`src/color_pkg.sv`:
```
// colour mask shared definitions
package color_pkg;

	typedef logic [7:0]  pixel_t;      // one colour channel or hue
	typedef logic [15:0] class_word_t; // class word stored per pixel

	//---------------------------------------------------------------------
	// ycbcr to rgb, constants in 2.8 fixed point
	//---------------------------------------------------------------------
	localparam logic [9:0] K_Y    = 10'b01_0010_1010; // 1.164
	localparam logic [9:0] K_CR_R = 10'b01_1001_1000; // 1.596
	localparam logic [9:0] K_CR_G = 10'b00_1101_0000; // 0.813
	localparam logic [9:0] K_CB_G = 10'b00_0110_0100; // 0.392
	localparam logic [9:0] K_CB_B = 10'b10_0000_0100; // 2.017

	localparam logic [9:0] Y_OFFSET = 10'd64;  // 16 << 2, luma black level
	localparam logic [9:0] C_OFFSET = 10'd512; // 128 << 2, chroma zero

	//---------------------------------------------------------------------
	// binarization thresholds
	//---------------------------------------------------------------------
	localparam pixel_t H_TOL   = 8'd10; // half width of a hue window
	localparam pixel_t S_THRES = 8'd96; // saturation above this is chromatic
	localparam pixel_t V_THRES = 8'd96; // value below this is black

	localparam int NUM_HUES = 5;

	// hue centres on the 0..239 scale, indexed by the class bit below
	localparam pixel_t HUE_CENTER [NUM_HUES] = '{8'd230, 8'd15, 8'd40, 8'd90, 8'd144};

	localparam int HUE_R = 0; // red
	localparam int HUE_O = 1; // orange
	localparam int HUE_Y = 2; // yellow
	localparam int HUE_G = 3; // green
	localparam int HUE_B = 4; // blue

	// completing byte to class flags valid
	localparam int PIPE_DEPTH = 6;

	// word address width of one frame bank
	function automatic int addr_width(input int depth);
		return (depth > 1) ? $clog2(depth) : 1;
	endfunction

endpackage

```
`src/color_mask_top.sv`:
```
`timescale 1ns/1ns
// colour mask camera pipeline
module color_mask_top
	import color_pkg::*;
#(
	parameter int PIX_PER_LINE = 8,
	parameter int LINES        = 2,
	localparam int ADDR_W      = addr_width(PIX_PER_LINE * LINES)
)
(
	input  logic              clk_llc,
	input  logic              resetx,
	input  logic              vref,
	input  logic              href,
	input  logic [7:0]        vpo,
	input  logic              host_csx,
	input  logic              host_rdx,
	input  logic [ADDR_W-1:0] host_addr,
	output class_word_t       host_rdata,
	output logic              irq_bank0,
	output logic              irq_bank1
);

	pixel_t red;
	pixel_t green;
	pixel_t blue;
	logic rgb_valid;
	pixel_t hue;
	logic black;
	logic chroma;
	logic hsv_valid;
	logic [NUM_HUES-1:0] hue_hit;
	logic [NUM_HUES-1:0] hit_valid_all; // all in step, bit 0 used
	logic wr_en;
	logic [ADDR_W-1:0] wr_addr;
	class_word_t wr_data;
	logic wr_bank;

	ycc_to_rgb u_ycc_to_rgb (
		.clk_llc   (clk_llc),
		.resetx    (resetx),
		.href      (href),
		.vpo       (vpo),
		.red       (red),
		.green     (green),
		.blue      (blue),
		.rgb_valid (rgb_valid)
	);

	hsv_convert u_hsv_convert (
		.clk_llc   (clk_llc),
		.resetx    (resetx),
		.red       (red),
		.green     (green),
		.blue      (blue),
		.rgb_valid (rgb_valid),
		.hue       (hue),
		.black     (black),
		.chroma    (chroma),
		.hsv_valid (hsv_valid)
	);

	//---------------------------------------------------------------------
	// one window per class bit
	//---------------------------------------------------------------------
	for (genvar i = 0; i < NUM_HUES; i++)
	begin : g_hue
		hue_window #(
			.CENTER (HUE_CENTER[i])
		) u_hue_window (
			.clk_llc   (clk_llc),
			.resetx    (resetx),
			.hue       (hue),
			.chroma    (chroma),
			.hsv_valid (hsv_valid),
			.hit       (hue_hit[i]),
			.hit_valid (hit_valid_all[i])
		);
	end

	mask_writer #(
		.PIX_PER_LINE (PIX_PER_LINE),
		.LINES        (LINES)
	) u_mask_writer (
		.clk_llc   (clk_llc),
		.resetx    (resetx),
		.vref      (vref),
		.hue_hit   (hue_hit),
		.black     (black),
		.hit_valid (hit_valid_all[0]),
		.wr_en     (wr_en),
		.wr_addr   (wr_addr),
		.wr_data   (wr_data),
		.wr_bank   (wr_bank),
		.irq_bank0 (irq_bank0),
		.irq_bank1 (irq_bank1)
	);

	frame_buffer #(
		.PIX_PER_LINE (PIX_PER_LINE),
		.LINES        (LINES)
	) u_frame_buffer (
		.clk_llc    (clk_llc),
		.resetx     (resetx),
		.wr_en      (wr_en),
		.wr_addr    (wr_addr),
		.wr_data    (wr_data),
		.wr_bank    (wr_bank),
		.host_csx   (host_csx),
		.host_rdx   (host_rdx),
		.host_addr  (host_addr),
		.host_rdata (host_rdata)
	);

endmodule

```
`src/frame_buffer.sv`:
```
`timescale 1ns/1ns
// two bank class word buffer
module frame_buffer
	import color_pkg::*;
#(
	parameter int PIX_PER_LINE = 8,
	parameter int LINES        = 2,
	localparam int DEPTH       = PIX_PER_LINE * LINES,
	localparam int ADDR_W      = addr_width(DEPTH)
)
(
	input  logic              clk_llc,
	input  logic              resetx,
	input  logic              wr_en,
	input  logic [ADDR_W-1:0] wr_addr,
	input  class_word_t       wr_data,
	input  logic              wr_bank,
	input  logic              host_csx,  // active low
	input  logic              host_rdx,  // active low
	input  logic [ADDR_W-1:0] host_addr,
	output class_word_t       host_rdata
);

	class_word_t mem [2][DEPTH];
	logic bank_q;      // write bank last cycle
	logic frame_seen;  // some bank completed since reset
	logic rd_ok;

	// pixel side
	always_ff @(posedge clk_llc)
	begin
		if (wr_en)
			mem[wr_bank][wr_addr] <= wr_data;
	end

	// nothing completed yet, reads give zero
	assign rd_ok = frame_seen | (bank_q ^ wr_bank);

	// host side, always the other bank
	always_ff @(posedge clk_llc or negedge resetx)
	begin
		if (!resetx)
		begin
			bank_q     <= 1'b0;
			frame_seen <= 1'b0;
			host_rdata <= '0;
		end
		else
		begin
			bank_q <= wr_bank;
			if (bank_q != wr_bank)
				frame_seen <= 1'b1;
			if (!host_csx && !host_rdx)
				host_rdata <= rd_ok ? mem[~wr_bank][host_addr] : '0;
		end
	end

endmodule

```
`src/hsv_convert.sv`:
```
`timescale 1ns/1ns
// rgb888 to hue and chroma flags
module hsv_convert
	import color_pkg::*;
(
	input  logic   clk_llc,
	input  logic   resetx,
	input  pixel_t red,
	input  pixel_t green,
	input  pixel_t blue,
	input  logic   rgb_valid,
	output pixel_t hue,        // 0..239
	output logic   black,
	output logic   chroma,
	output logic   hsv_valid
);

	pixel_t max_c;
	pixel_t min_c;
	logic [1:0] idx_c;         // 0 r, 1 g, 2 b
	pixel_t r_q1;
	pixel_t g_q1;
	pixel_t b_q1;
	pixel_t max_q1;
	pixel_t min_q1;
	logic [1:0] idx_q1;
	logic vld_q1;
	pixel_t delta_q2;
	logic signed [8:0] diff_q2;
	pixel_t max_q2;
	logic [1:0] idx_q2;
	logic vld_q2;
	logic signed [15:0] num_c; // 40 x difference
	logic signed [15:0] quo_c;
	logic signed [15:0] hue_s;
	logic [15:0] sat_c;
	logic black_c;

	//---------------------------------------------------------------------
	// stage 1, max / min and max channel
	//---------------------------------------------------------------------
	always_comb
	begin
		if (red >= green && red >= blue)
		begin
			max_c = red;
			idx_c = 2'd0;
		end
		else if (green >= blue)
		begin
			max_c = green;
			idx_c = 2'd1;
		end
		else
		begin
			max_c = blue;
			idx_c = 2'd2;
		end
		if (red <= green && red <= blue)
			min_c = red;
		else if (green <= blue)
			min_c = green;
		else
			min_c = blue;
	end

	always_ff @(posedge clk_llc)
	begin
		r_q1   <= red;
		g_q1   <= green;
		b_q1   <= blue;
		max_q1 <= max_c;
		min_q1 <= min_c;
		idx_q1 <= idx_c;
		// stage 2, delta and hue difference
		delta_q2 <= max_q1 - min_q1;
		max_q2   <= max_q1;
		idx_q2   <= idx_q1;
		case (idx_q1)
			2'd0:    diff_q2 <= $signed({1'b0, g_q1}) - $signed({1'b0, b_q1});
			2'd1:    diff_q2 <= $signed({1'b0, b_q1}) - $signed({1'b0, r_q1});
			default: diff_q2 <= $signed({1'b0, r_q1}) - $signed({1'b0, g_q1});
		endcase
	end

	//---------------------------------------------------------------------
	// stage 3, hue sector, saturation and value compares
	//---------------------------------------------------------------------
	always_comb
	begin
		num_c = diff_q2 * 16'sd40;
		quo_c = '0;
		hue_s = '0;                // grey has hue 0
		if (delta_q2 != 8'd0)
		begin
			quo_c = num_c / $signed({8'd0, delta_q2});
			case (idx_q2)
				2'd0:    hue_s = quo_c + 16'sd240;
				2'd1:    hue_s = quo_c + 16'sd80;
				default: hue_s = quo_c + 16'sd160;
			endcase
			if (hue_s >= 16'sd240)
				hue_s = hue_s - 16'sd240; // red sector wraps to 0
		end
	end

	assign sat_c   = (max_q2 != 8'd0) ? (16'(delta_q2) * 16'd255) / 16'(max_q2) : 16'd0;
	assign black_c = max_q2 < V_THRES;

	always_ff @(posedge clk_llc)
	begin
		hue    <= hue_s[7:0];
		black  <= black_c;
		chroma <= ~black_c & (sat_c > 16'(S_THRES));
	end

	always_ff @(posedge clk_llc or negedge resetx)
	begin
		if (!resetx)
		begin
			vld_q1    <= 1'b0;
			vld_q2    <= 1'b0;
			hsv_valid <= 1'b0;
		end
		else
		begin
			vld_q1    <= rgb_valid;
			vld_q2    <= vld_q1;
			hsv_valid <= vld_q2;
		end
	end

endmodule

```
`src/hue_window.sv`:
```
`timescale 1ns/1ns
// single colour hue window
module hue_window
	import color_pkg::*;
#(
	parameter pixel_t CENTER = 8'd0
)
(
	input  logic   clk_llc,
	input  logic   resetx,
	input  pixel_t hue,
	input  logic   chroma,
	input  logic   hsv_valid,
	output logic   hit,
	output logic   hit_valid
);

	// bounds wrap in 8 bits like the threshold table
	localparam pixel_t LO = CENTER - H_TOL;
	localparam pixel_t HI = CENTER + H_TOL;

	always_ff @(posedge clk_llc or negedge resetx)
	begin
		if (!resetx)
		begin
			hit       <= 1'b0;
			hit_valid <= 1'b0;
		end
		else
		begin
			hit       <= chroma & (LO < hue) & (hue < HI); // open window
			hit_valid <= hsv_valid;
		end
	end

endmodule

```
`src/mask_writer.sv`:
```
`timescale 1ns/1ns
// class word packer and frame bank control
module mask_writer
	import color_pkg::*;
#(
	parameter int PIX_PER_LINE = 8,
	parameter int LINES        = 2,
	localparam int DEPTH       = PIX_PER_LINE * LINES,
	localparam int ADDR_W      = addr_width(DEPTH)
)
(
	input  logic                clk_llc,
	input  logic                resetx,
	input  logic                vref,       // frame level
	input  logic [NUM_HUES-1:0] hue_hit,
	input  logic                black,
	input  logic                hit_valid,
	output logic                wr_en,
	output logic [ADDR_W-1:0]   wr_addr,
	output class_word_t         wr_data,
	output logic                wr_bank,    // bank being written
	output logic                irq_bank0,
	output logic                irq_bank1
);

	logic black_d;                 // lined up with hue_hit
	logic r_b, o_b, y_b, g_b, b_b;
	class_word_t word_c;
	logic [ADDR_W-1:0] pix_cnt;    // next pixel address
	logic vref_q;
	logic [PIPE_DEPTH:0] fe_pipe;  // falling vref, delayed
	logic frame_end;

	assign r_b = hue_hit[HUE_R];
	assign o_b = hue_hit[HUE_O];
	assign y_b = hue_hit[HUE_Y];
	assign g_b = hue_hit[HUE_G];
	assign b_b = hue_hit[HUE_B];

	// combined class bits, msb first
	assign word_c = {r_b | o_b | y_b, r_b | o_b | y_b | black_d, r_b, o_b, y_b,
		g_b | y_b, g_b | y_b | o_b | black_d, g_b | y_b | o_b, g_b, g_b, g_b,
		b_b, b_b | black_d, b_b, b_b, black_d};

	//---------------------------------------------------------------------
	// pixel writes
	//---------------------------------------------------------------------
	always_ff @(posedge clk_llc)
	begin
		black_d <= black;
		if (hit_valid)
		begin
			wr_addr <= pix_cnt;
			wr_data <= word_c;
		end
	end

	always_ff @(posedge clk_llc or negedge resetx)
	begin
		if (!resetx)
		begin
			wr_en   <= 1'b0;
			pix_cnt <= '0;
		end
		else
		begin
			wr_en <= hit_valid;
			if (frame_end)
				pix_cnt <= '0;
			else if (hit_valid)
				pix_cnt <= (pix_cnt == ADDR_W'(DEPTH - 1)) ? '0 : pix_cnt + 1'b1;
		end
	end

	//---------------------------------------------------------------------
	// frame end, bank toggle, interrupts
	//---------------------------------------------------------------------
	assign frame_end = fe_pipe[PIPE_DEPTH]; // after the last word is written

	always_ff @(posedge clk_llc or negedge resetx)
	begin
		if (!resetx)
		begin
			vref_q    <= 1'b0;
			fe_pipe   <= '0;
			wr_bank   <= 1'b0;
			irq_bank0 <= 1'b0;
			irq_bank1 <= 1'b0;
		end
		else
		begin
			vref_q    <= vref;
			fe_pipe   <= {fe_pipe[PIPE_DEPTH-1:0], vref_q & ~vref};
			irq_bank0 <= frame_end & ~wr_bank; // bank 0 done
			irq_bank1 <= frame_end & wr_bank;
			if (frame_end)
				wr_bank <= ~wr_bank;
		end
	end

endmodule

```
`src/ycc_to_rgb.sv`:
```
`timescale 1ns/1ns
// ycbcr 4:2:2 to rgb888 converter
module ycc_to_rgb
	import color_pkg::*;
(
	input  logic       clk_llc,
	input  logic       resetx,
	input  logic       href,      // line level
	input  logic [7:0] vpo,       // decoder byte
	output pixel_t     red,
	output pixel_t     green,
	output pixel_t     blue,
	output logic       rgb_valid
);

	logic [1:0] phase;            // 0 cb, 1 y0, 2 cr, 3 y1
	pixel_t cb_q;
	pixel_t y0_q;
	pixel_t cr_q;
	logic pix_done;               // cr or y1 completes a pixel
	logic [9:0] y_w;              // widened operands
	logic [9:0] cb_w;
	logic [9:0] cr_w;
	logic signed [10:0] y_d;      // offset removed
	logic signed [10:0] cb_d;
	logic signed [10:0] cr_d;
	logic signed [20:0] x_p;      // luma term
	logic signed [20:0] a_p;      // cr -> r
	logic signed [20:0] b1_p;     // cr -> g
	logic signed [20:0] b2_p;     // cb -> g
	logic signed [20:0] c_p;      // cb -> b
	logic prod_valid;
	logic signed [20:0] r_s;
	logic signed [20:0] g_s;
	logic signed [20:0] b_s;

	// clip a 10 fraction bit sum to one byte
	function automatic pixel_t clip(input logic signed [20:0] v);
		if (v[20])
			return 8'd0;          // negative
		else if (v[19:18] != 2'b00)
			return 8'hff;         // overflow
		else
			return v[17:10];
	endfunction

	//---------------------------------------------------------------------
	// byte phase and capture
	//---------------------------------------------------------------------
	always_ff @(posedge clk_llc or negedge resetx)
	begin
		if (!resetx)
			phase <= 2'd0;
		else if (href)
			phase <= phase + 2'd1;
		else
			phase <= 2'd0;        // low href restarts at cb
	end

	always_ff @(posedge clk_llc)
	begin
		if (href && phase == 2'd0)
			cb_q <= vpo;
		if (href && phase == 2'd1)
			y0_q <= vpo;
		if (href && phase == 2'd2)
			cr_q <= vpo;          // kept for pixel 1
	end

	assign pix_done = href & phase[1];

	// the completing byte is taken live from vpo
	assign y_w  = {(phase[0] ? vpo : y0_q), 2'b00};
	assign cb_w = {cb_q, 2'b00};
	assign cr_w = {(phase[0] ? cr_q : vpo), 2'b00};

	assign y_d  = $signed({1'b0, y_w})  - $signed({1'b0, Y_OFFSET});
	assign cb_d = $signed({1'b0, cb_w}) - $signed({1'b0, C_OFFSET});
	assign cr_d = $signed({1'b0, cr_w}) - $signed({1'b0, C_OFFSET});

	//---------------------------------------------------------------------
	// product stage, then sum and clip
	//---------------------------------------------------------------------
	always_ff @(posedge clk_llc)
	begin
		if (pix_done)
		begin
			x_p  <= $signed({1'b0, K_Y})    * y_d;
			a_p  <= $signed({1'b0, K_CR_R}) * cr_d;
			b1_p <= $signed({1'b0, K_CR_G}) * cr_d;
			b2_p <= $signed({1'b0, K_CB_G}) * cb_d;
			c_p  <= $signed({1'b0, K_CB_B}) * cb_d;
		end
		if (prod_valid)
		begin
			r_s <= x_p + a_p;
			g_s <= x_p - b1_p - b2_p;
			b_s <= x_p + c_p;
		end
	end

	always_ff @(posedge clk_llc or negedge resetx)
	begin
		if (!resetx)
		begin
			prod_valid <= 1'b0;
			rgb_valid  <= 1'b0;
		end
		else
		begin
			prod_valid <= pix_done;
			rgb_valid  <= prod_valid;
		end
	end

	assign red   = clip(r_s);
	assign green = clip(g_s);
	assign blue  = clip(b_s);

endmodule
```
`config.mk`:
```
export PLATFORM = sky130hd
export DESIGN_NAME = color_mask_top
export DESIGN_NICKNAME = d
export VERILOG_FILES = /design/src/color_pkg.sv /design/src/color_mask_top.sv /design/src/frame_buffer.sv /design/src/hsv_convert.sv /design/src/hue_window.sv /design/src/mask_writer.sv /design/src/ycc_to_rgb.sv
export SDC_FILE = /design/constraint.sdc
export NUM_CORES = 2
export LEC_CHECK = 0
export ABC_AREA = 1
export BUFFER_PORTS_ARGS = -buffer_cell sky130_fd_sc_hd__buf_2
export CORE_MARGIN = 5
export CORE_UTILIZATION = 60
export CTS_BUF_LIST = sky130_fd_sc_hd__clkbuf_4
export DETAILED_ROUTE_END_ITERATION = 10
export GPL_TIMING_DRIVEN = 0
export PLACE_DENSITY = 0.8
export RECOVER_POWER = 50
export SLEW_MARGIN = 20
export SYNTH_ARGS = -nofsm -noshare
export SYNTH_HDL_FRONTEND = slang
export SYNTH_SLANG_ARGS = --single-unit
```
`constraint.sdc`:
```
create_clock -name clk_llc -period 36 [get_ports clk_llc]
set_input_delay 1.8 -clock clk_llc [delete_from_list [all_inputs] [get_ports clk_llc]]
set_output_delay 1.8 -clock clk_llc [all_outputs]
set_load 0.02 [all_outputs]
```
* Yosys cells after proc, flatten, opt, wreduce, memory -nomap -nowiden
Memories as Yosys holds them, arrays and structs flattened.
Cells that the tools add are included.
** Word-level totals
- Memories kept :: 1
- RAM bits :: 512
- Output and inout port bits :: 18
- Input port bits :: 18
- Bits in registers :: 327
** Memories
- u_frame_buffer.mem :: depth 2, bits a word 256, rd ports 1, clocked after Yosys merged registers in 0, wr ports 1, RTL line frame_buffer.sv:24 : class_word_t mem [2][DEPTH];
** Operators by class
- Mux-type cells :: 30
- Equal/unequal tests :: 6
- $add $sub $neg :: 17
- Bitwise operators :: 29
- $lt $le $gt $ge :: 22
- $mul :: 7
- Reductions and logical operators :: 18
- Div/mod/pow operators :: 2
** Operators with widths (number)
- $mux 256 :: 1
- $mux 8 :: 13
- $mux 16 :: 6
- $bmux 16 s4 :: 1
- $demux 16 s4 :: 1
- $add 21x21->21 :: 2
- $sub 21x21->21 :: 2
- $add 16x9->16 const B :: 2
- $pmux 16 s2 :: 1
- $sub 8x8->9 :: 3
- $ge 8x8->1 :: 3
- $le 8x8->1 :: 3
- $sub 10x10->11 const B :: 2
- $mul 9x11->20 const A :: 1
- $mul 9x11->19 const A :: 1
- $mul 7x11->18 const A :: 1
- $pmux 9 s2 :: 1
- $mul 6x11->17 const A :: 1
- $add 16x8->16 const B :: 1
- $div 16x8->16 :: 1
- $div 16x9->16 :: 1
- $ge 16x9->1 const B :: 1
- $gt 16x7->1 const B :: 1
- $lt 8x7->1 const B :: 2
- 34 further kinds :: 79

* Depth between registers and ports, before layout
- Depth in word-level cells :: 7
- Gate-level depth with buffers :: 245

* Modules after synthesis
Synthesis repeated with hierarchy kept, for this count alone.
** Second synthesis, totals
- Cell total of the unflattened synthesis :: 5923
- Area, all modules :: 52429.0 µm²
** Modules (own cells, without submodules)
- frame_buffer :: sequential area each 15825.2 µm², instances 1, area each 21410.5 µm², cells an instance 1815
- hsv_convert :: sequential area each 1656.6 µm², instances 1, area each 17354.1 µm², cells an instance 2605
- ycc_to_rgb :: sequential area each 4093.9 µm², instances 1, area each 12017.8 µm², cells an instance 1352
- mask_writer :: sequential area each 900.9 µm², instances 1, area each 1123.6 µm², cells an instance 77
- hue_window at g_hue[4].u_hue_window :: sequential area each 50.0 µm², instances 1, area each 120.1 µm², cells an instance 19
- hue_window at g_hue[2].u_hue_window :: sequential area each 50.0 µm², instances 1, area each 108.9 µm², cells an instance 15
- hue_window at g_hue[1].u_hue_window :: sequential area each 50.0 µm², instances 1, area each 107.6 µm², cells an instance 17
- hue_window at g_hue[3].u_hue_window :: sequential area each 50.0 µm², instances 1, area each 106.4 µm², cells an instance 14
- hue_window at g_hue[0].u_hue_window :: sequential area each 50.0 µm², instances 1, area each 80.1 µm², cells an instance 9

* Least setup slack after synthesis
No wires, ideal clock.
- Kind :: register to register
- Start :: register u_hsv_convert.delta_q2[0]
- End :: register u_hsv_convert.chroma
- Arrival time :: 31.545 ns
- Cell stages (with the launch flop) :: 212
- Slack :: 4.334 ns
- Path buffers :: 10
- Cell sequence :: dfxtp_1 > inv_1 > ha_1 > ha_1 > inv_1 > fa_1 > fa_1 > inv_1 > ha_1 > nand3_1 > nand2_1 > nand2_1 > nand3_1 > a21oi_1 > o21bai_1 > a21oi_1 > o21bai_1 > xor2_1 > [176 not listed] > inv_1 > nor2_1 > nand3_1 > a21oi_1 > buf_2 > o21ai_0 > ha_1 > a21boi_0 > o21a_1 > o21ai_0 > nand2_1 > a21o_1 > a21oi_1 > o211ai_1 > nor4_1 > nand2_1 > nand2_1 > a21oi_1
** On the way
- Word-level cells in the longest chain between the ends :: 5
** Ends and longest elaborated chain
- from (decl) :: RTL line hsv_convert.sv:28 : pixel_t delta_q2;
- from (signal assigned) :: RTL line hsv_convert.sv:76 : delta_q2 <= max_q1 - min_q1;
- $mul 8x8->16 :: RTL line hsv_convert.sv:107 : assign sat_c = (max_q2 != 8'd0) ? (16'(delta_q2) * 16'd255) / 16'(max_q2) : 16'd0;
- $div 16x8->16 :: RTL line hsv_convert.sv:107
- $mux 16 :: RTL line hsv_convert.sv:107
- $gt 16x7->1 :: RTL line hsv_convert.sv:114 : chroma <= ~black_c & (sat_c > 16'(S_THRES));
- $and 1x1->1 :: RTL line hsv_convert.sv:114
- to (signal assigned) :: RTL line hsv_convert.sv:114
- to (decl) :: RTL line hsv_convert.sv:14 : output logic chroma,
Every way passes these cells.
A chain may end at the register's enable or synchronous reset.

* Worst setup path in the final report
- Start :: register u_hsv_convert.diff_q2[1]
- End :: register u_hsv_convert.hue[7]
** On the way
- Word-level cells in the longest chain between the ends :: 7
** Ends and longest elaborated chain
- from (decl) :: RTL line hsv_convert.sv:29 : logic signed [8:0] diff_q2;
- from (signal assigned) :: RTL line hsv_convert.sv:80 : 2'd0: diff_q2 <= $signed({1'b0, g_q1}) - $signed({1'b0, b_q1});
- from (signal assigned) :: RTL line hsv_convert.sv:81 : 2'd1: diff_q2 <= $signed({1'b0, b_q1}) - $signed({1'b0, r_q1});
- from (signal assigned) :: RTL line hsv_convert.sv:82 : default: diff_q2 <= $signed({1'b0, r_q1}) - $signed({1'b0, g_q1});
- $mul 9x4->13 (*) :: RTL line hsv_convert.sv:91 : num_c = diff_q2 * 16'sd40;
- $div 16x9->16 (*) :: RTL line hsv_convert.sv:96 : quo_c = num_c / $signed({8'd0, delta_q2});
- $add 16x9->16, or another cell as far along :: RTL line hsv_convert.sv:100 : default: hue_s = quo_c + 16'sd160;
- $pmux 16 s2 (*) :: RTL line hsv_convert.sv:97 : case (idx_q2)
- $mux 16 (*) :: RTL line hsv_convert.sv:94 : if (delta_q2 != 8'd0)
- $ge 16x9->1 / $sub 8x5->8 (equally long branches) :: RTL line hsv_convert.sv:102, hsv_convert.sv:103
- $mux 8 (*) :: RTL line hsv_convert.sv:102 : if (hue_s >= 16'sd240)
- to (signal assigned) :: RTL line hsv_convert.sv:112 : hue <= hue_s[7:0];
- to (decl) :: RTL line hsv_convert.sv:12 : output pixel_t hue,
Every way passes the cells marked *; elsewhere a longest branch is shown, timed or not. The select of a mux whose other input is x is not followed.

==> flow_summary_export.csv <==
group,metric,value,unit
floorplanning,die_w,282.4,um
floorplanning,dieHeight,282.4,um
detailed_routing,num_vias,36030,
synthesis,synth_area_leaders,"edfxtp_1 (36%), ha_1 (14%), nand2_1 (6.0%), inv_1 (5.6%), o21ai_0 (5.6%)",
floorplanning,dieArea,79750,um^2
setup_path,critPathLaunchType,"flop",
synthesis,yosysMostFrequentCell,"nand2_1",
floorplanning,initial_utilization,0.6071,
layout,nFillCells,5547,
synthesis,syn_nets,5501,
clocking,clkSinkCount,655,
synthesis,ys_types,70,
synthesis,yosys.area_share.simple,0.1539,
synthesis,synth_edf_count,532,
grt,overflow,0,
layout,synthToLayoutAreaGrowth,10.16,%
hold_path,hp-start,"u_hsv_convert.black",
setup_path,reg2reg_from,"u_hsv_convert.diff_q2[1]",
sta,finalHoldViolCount,0,
flow_run,max_cap_viol_count,2,
floorplanning,coreArea,73330,um^2
floorplanning,placementRows,99,
synthesis,avgSynthCellArea,9.097,um^2
detailed_routing,vias_per_cell,5.765,
synthesis,synthAdderAreaFrac,0.1805,
detailed_routing,totalWireLength,112500,um
synthesis,yosys.area.top_type_share,0.3588,
sta,slew_viol_final,76,
detailed_routing,drc_errors,0,
clocking,htree_levels,4,
setup_path,crit_arrival,33.88,ns
synthesis,ys_top_cells_by_count,"nand2_1 (709), inv_1 (663), edfxtp_1 (532)",
floorplanning,io-pin-count,36,
clocking,clk_pin_slew,0.07,ns
synthesis,synthCells,4894,
setup_path,crit_path_frequent_cell,"nand2_1",
synthesis,ys_ff_latch,655,
sta,worst_slew_margin_rel,-0.7596,
sta,tightest_slew,2.639,ns
synthesis,synth_warnings,0,
detailed_routing,wirelength_met1,42310,um
sta,min_period,32.97,ns
grt,grt_max_degree,46,
synthesis,synth_area_leader_cell,"edfxtp_1",
detailed_routing,post_drt_wl_per_cell,18.00,um
synthesis,async_flop_share,0.06565,
synthesis,synth-xor-area-share,0.04935,
clocking,root_buffer,"clkbuf_4",
detailed_routing,routed.top_layer,"met4",
detailed_routing,met3WireLength,11200,um
placed_design,placedCellCount,5921,
layout,final_cell_area,49040,um^2
setup_path,crit_type,"reg -> reg",
grt,grt_first_pass_wirelength,177600,um
synthesis,ys.flop_type,"edfxtp_1",
layout,nNetsFinal,5770,
grt,grt_pass1_vias,35310,
setup_path,critPathMaxStageDelay,0.53,ns
synthesis,syn_area,44520,um^2
clocking,cts_tree,"built",
setup_path,cp-end-kind,"flop",
layout,finalNonFillerCells,6250,
grt,antenna_found_initial,2,
detailed_routing,firstDrtPassIters,10,
clocking,clockBufferDepth,3,
clocking,postCtsHoldBufs,0,
sta,tns,0,ns
detailed_routing,met2WireLength,53380,um
status,status,"finished with violations",
sta,finalClockSkew,0.05042,ns
placed_design,dp_hpwl,83140,um
layout,drive_gt1_frac,0.1135,
synthesis,synth_seq_area_share,0.4190,
hold_path,hold_class,"reg -> reg",
detailed_routing,ant_nets,0,
synthesis,synth_top_family_by_area,"adder cells",
placed_design,gp_congestion,1.022,
setup_path,worstPathMaxFanout,17,
clocking,clk_latency,1.03,ns
setup_path,cp.required,36.91,ns
synthesis,synthMuxAreaShare,0,
placed_design,port_buffers,34,
sta,setup_viol,0,
grt,grt_usage,0.2791,
clocking,cts_made_buffers,157,
setup_path,crit_start,"u_hsv_convert.diff_q2[1]",
detailed_routing,drt_iter0_drc,3663,
setup_path,slowest_stage,"fa_1",
sta,period_share,0.9158,
placed_design,placed_cell_area,46410,um^2
synthesis,synth_compound_area_frac,0.1277,
sta,max_freq,30.33,MHz
status,violations,"max-capacitance violations, max-slew violations",
==> per-layer routing <==
metal	up-vias	global-route usage
li1	17270	-
met1	16570	0.3450
met2	1783	0.4736
met3	408	0.06231
met4	0	0.1230
met5	-	0
==> cell families (layout without fill, tap and decap cells) <==
logic type               after synthesis  after routing
buffers and inverters                808           1202
flip-flops                           655            655
AO/OA/AOI/OAI                       1001           1001
XOR/XNOR                             250            250
adder cells (fa/ha/maj)              589            589
AND/OR/NAND/NOR                     1590           1590
other                                  1              4
==> sequential cells by signal (all words and copies together) (netlist names), 11 cells and up <==
register	flops
u_ycc_to_rgb.b_s	11
u_ycc_to_rgb.a_p	16
u_ycc_to_rgb.c_p	14
u_mask_writer.wr_data	12
u_frame_buffer.mem	384
u_ycc_to_rgb.g_s	11
u_ycc_to_rgb.b1_p	13
u_ycc_to_rgb.r_s	11
u_ycc_to_rgb.b2_p	15
u_frame_buffer.host_rdata	12
u_ycc_to_rgb.x_p	17
==> worst max-delay path, delay by kind of cell, from the launching register on <==
kind / cells / cell delay, ns
fa+ha+maj: 20 / 6.29
buf+inv: 45 / 4.81
simple gates: 105 / 11.20
compound gates: 67 / 10.16
flops: 1 / 0.33
==> stage by stage <==
stage          setup slack [ns]  utilization  hold WS [ns]
2_1_floorplan             4.334            -        0.3096
3_5_place_dp             -1.262       0.6329        0.3190
5_1_grt                 -0.2587       0.6688        0.3576
6_report                  3.033       0.6688        0.3486
3_3_place_gp            -0.5367       0.6258        0.3149
4_1_cts                  0.2049       0.6626        0.3532
==> repair_timing <==
item | in CTS | in global routing
cloned | 1 | 0
pin swaps | 0 | 17
resized for setup | 18 | 127
endpoints found under the setup margin | 5 | 9
buffers inserted | 7 | 32
==> cells in the final DEF, fill, tap and decap left out, drive strengths merged, types with 35 or more instances in the layout <==
master  instances
o21bai         35
xnor2         120
fa             89
nor3           59
nand3         175
nor2          516
xor2          130
nand4          45
clkinv         36
o22ai         113
inv           679
edfxtp        532
dfxtp          80
a21o           60
ha            500
nand2         742
clkbuf        366
o21ai         525
dfrtp          43
a21oi         185
buf           108
==> layout make-up <==
| type | instances | area, um^2 | area share |
|---|---|---|---|
| inverter | 684 | 2610 | 0.05322 |
| multi-input combinational | 3431 | 23140 | 0.4719 |
| clock buffer | 241 | 1809 | 0.03689 |
| timing repair inverter | 1 | 5.005 | 0.0001020 |
| sequential | 655 | 18670 | 0.3807 |
| timing repair buffer | 111 | 762.0 | 0.01554 |
| antenna | 3 | 7.507 | 0.0001531 |
| tap | 959 | 1200 | 0.02447 |
| buffer | 122 | 563.0 | 0.01148 |
| clock inverter | 43 | 272.8 | 0.005562 |
==> path summary, 6_finish.rpt <==
path / to / slack [ns] / cells after the start
max: u_hsv_convert.hue[7] / 3.03 / 237
min: u_mask_writer.black_d / 0.35 / 0
max reg2reg: u_hsv_convert.hue[7] / 3.03 / 237
min reg2reg: u_mask_writer.black_d / 0.35 / 0
max in group asynchronous: g_hue[2].u_hue_window.hit / 32.86 / 1
min in group asynchronous: u_mask_writer.wr_bank / 1.61 / 1
Power is left out: the tool's default activity adds up to more than one toggle a clock period on the data nets, which glitch-free logic cannot reach.
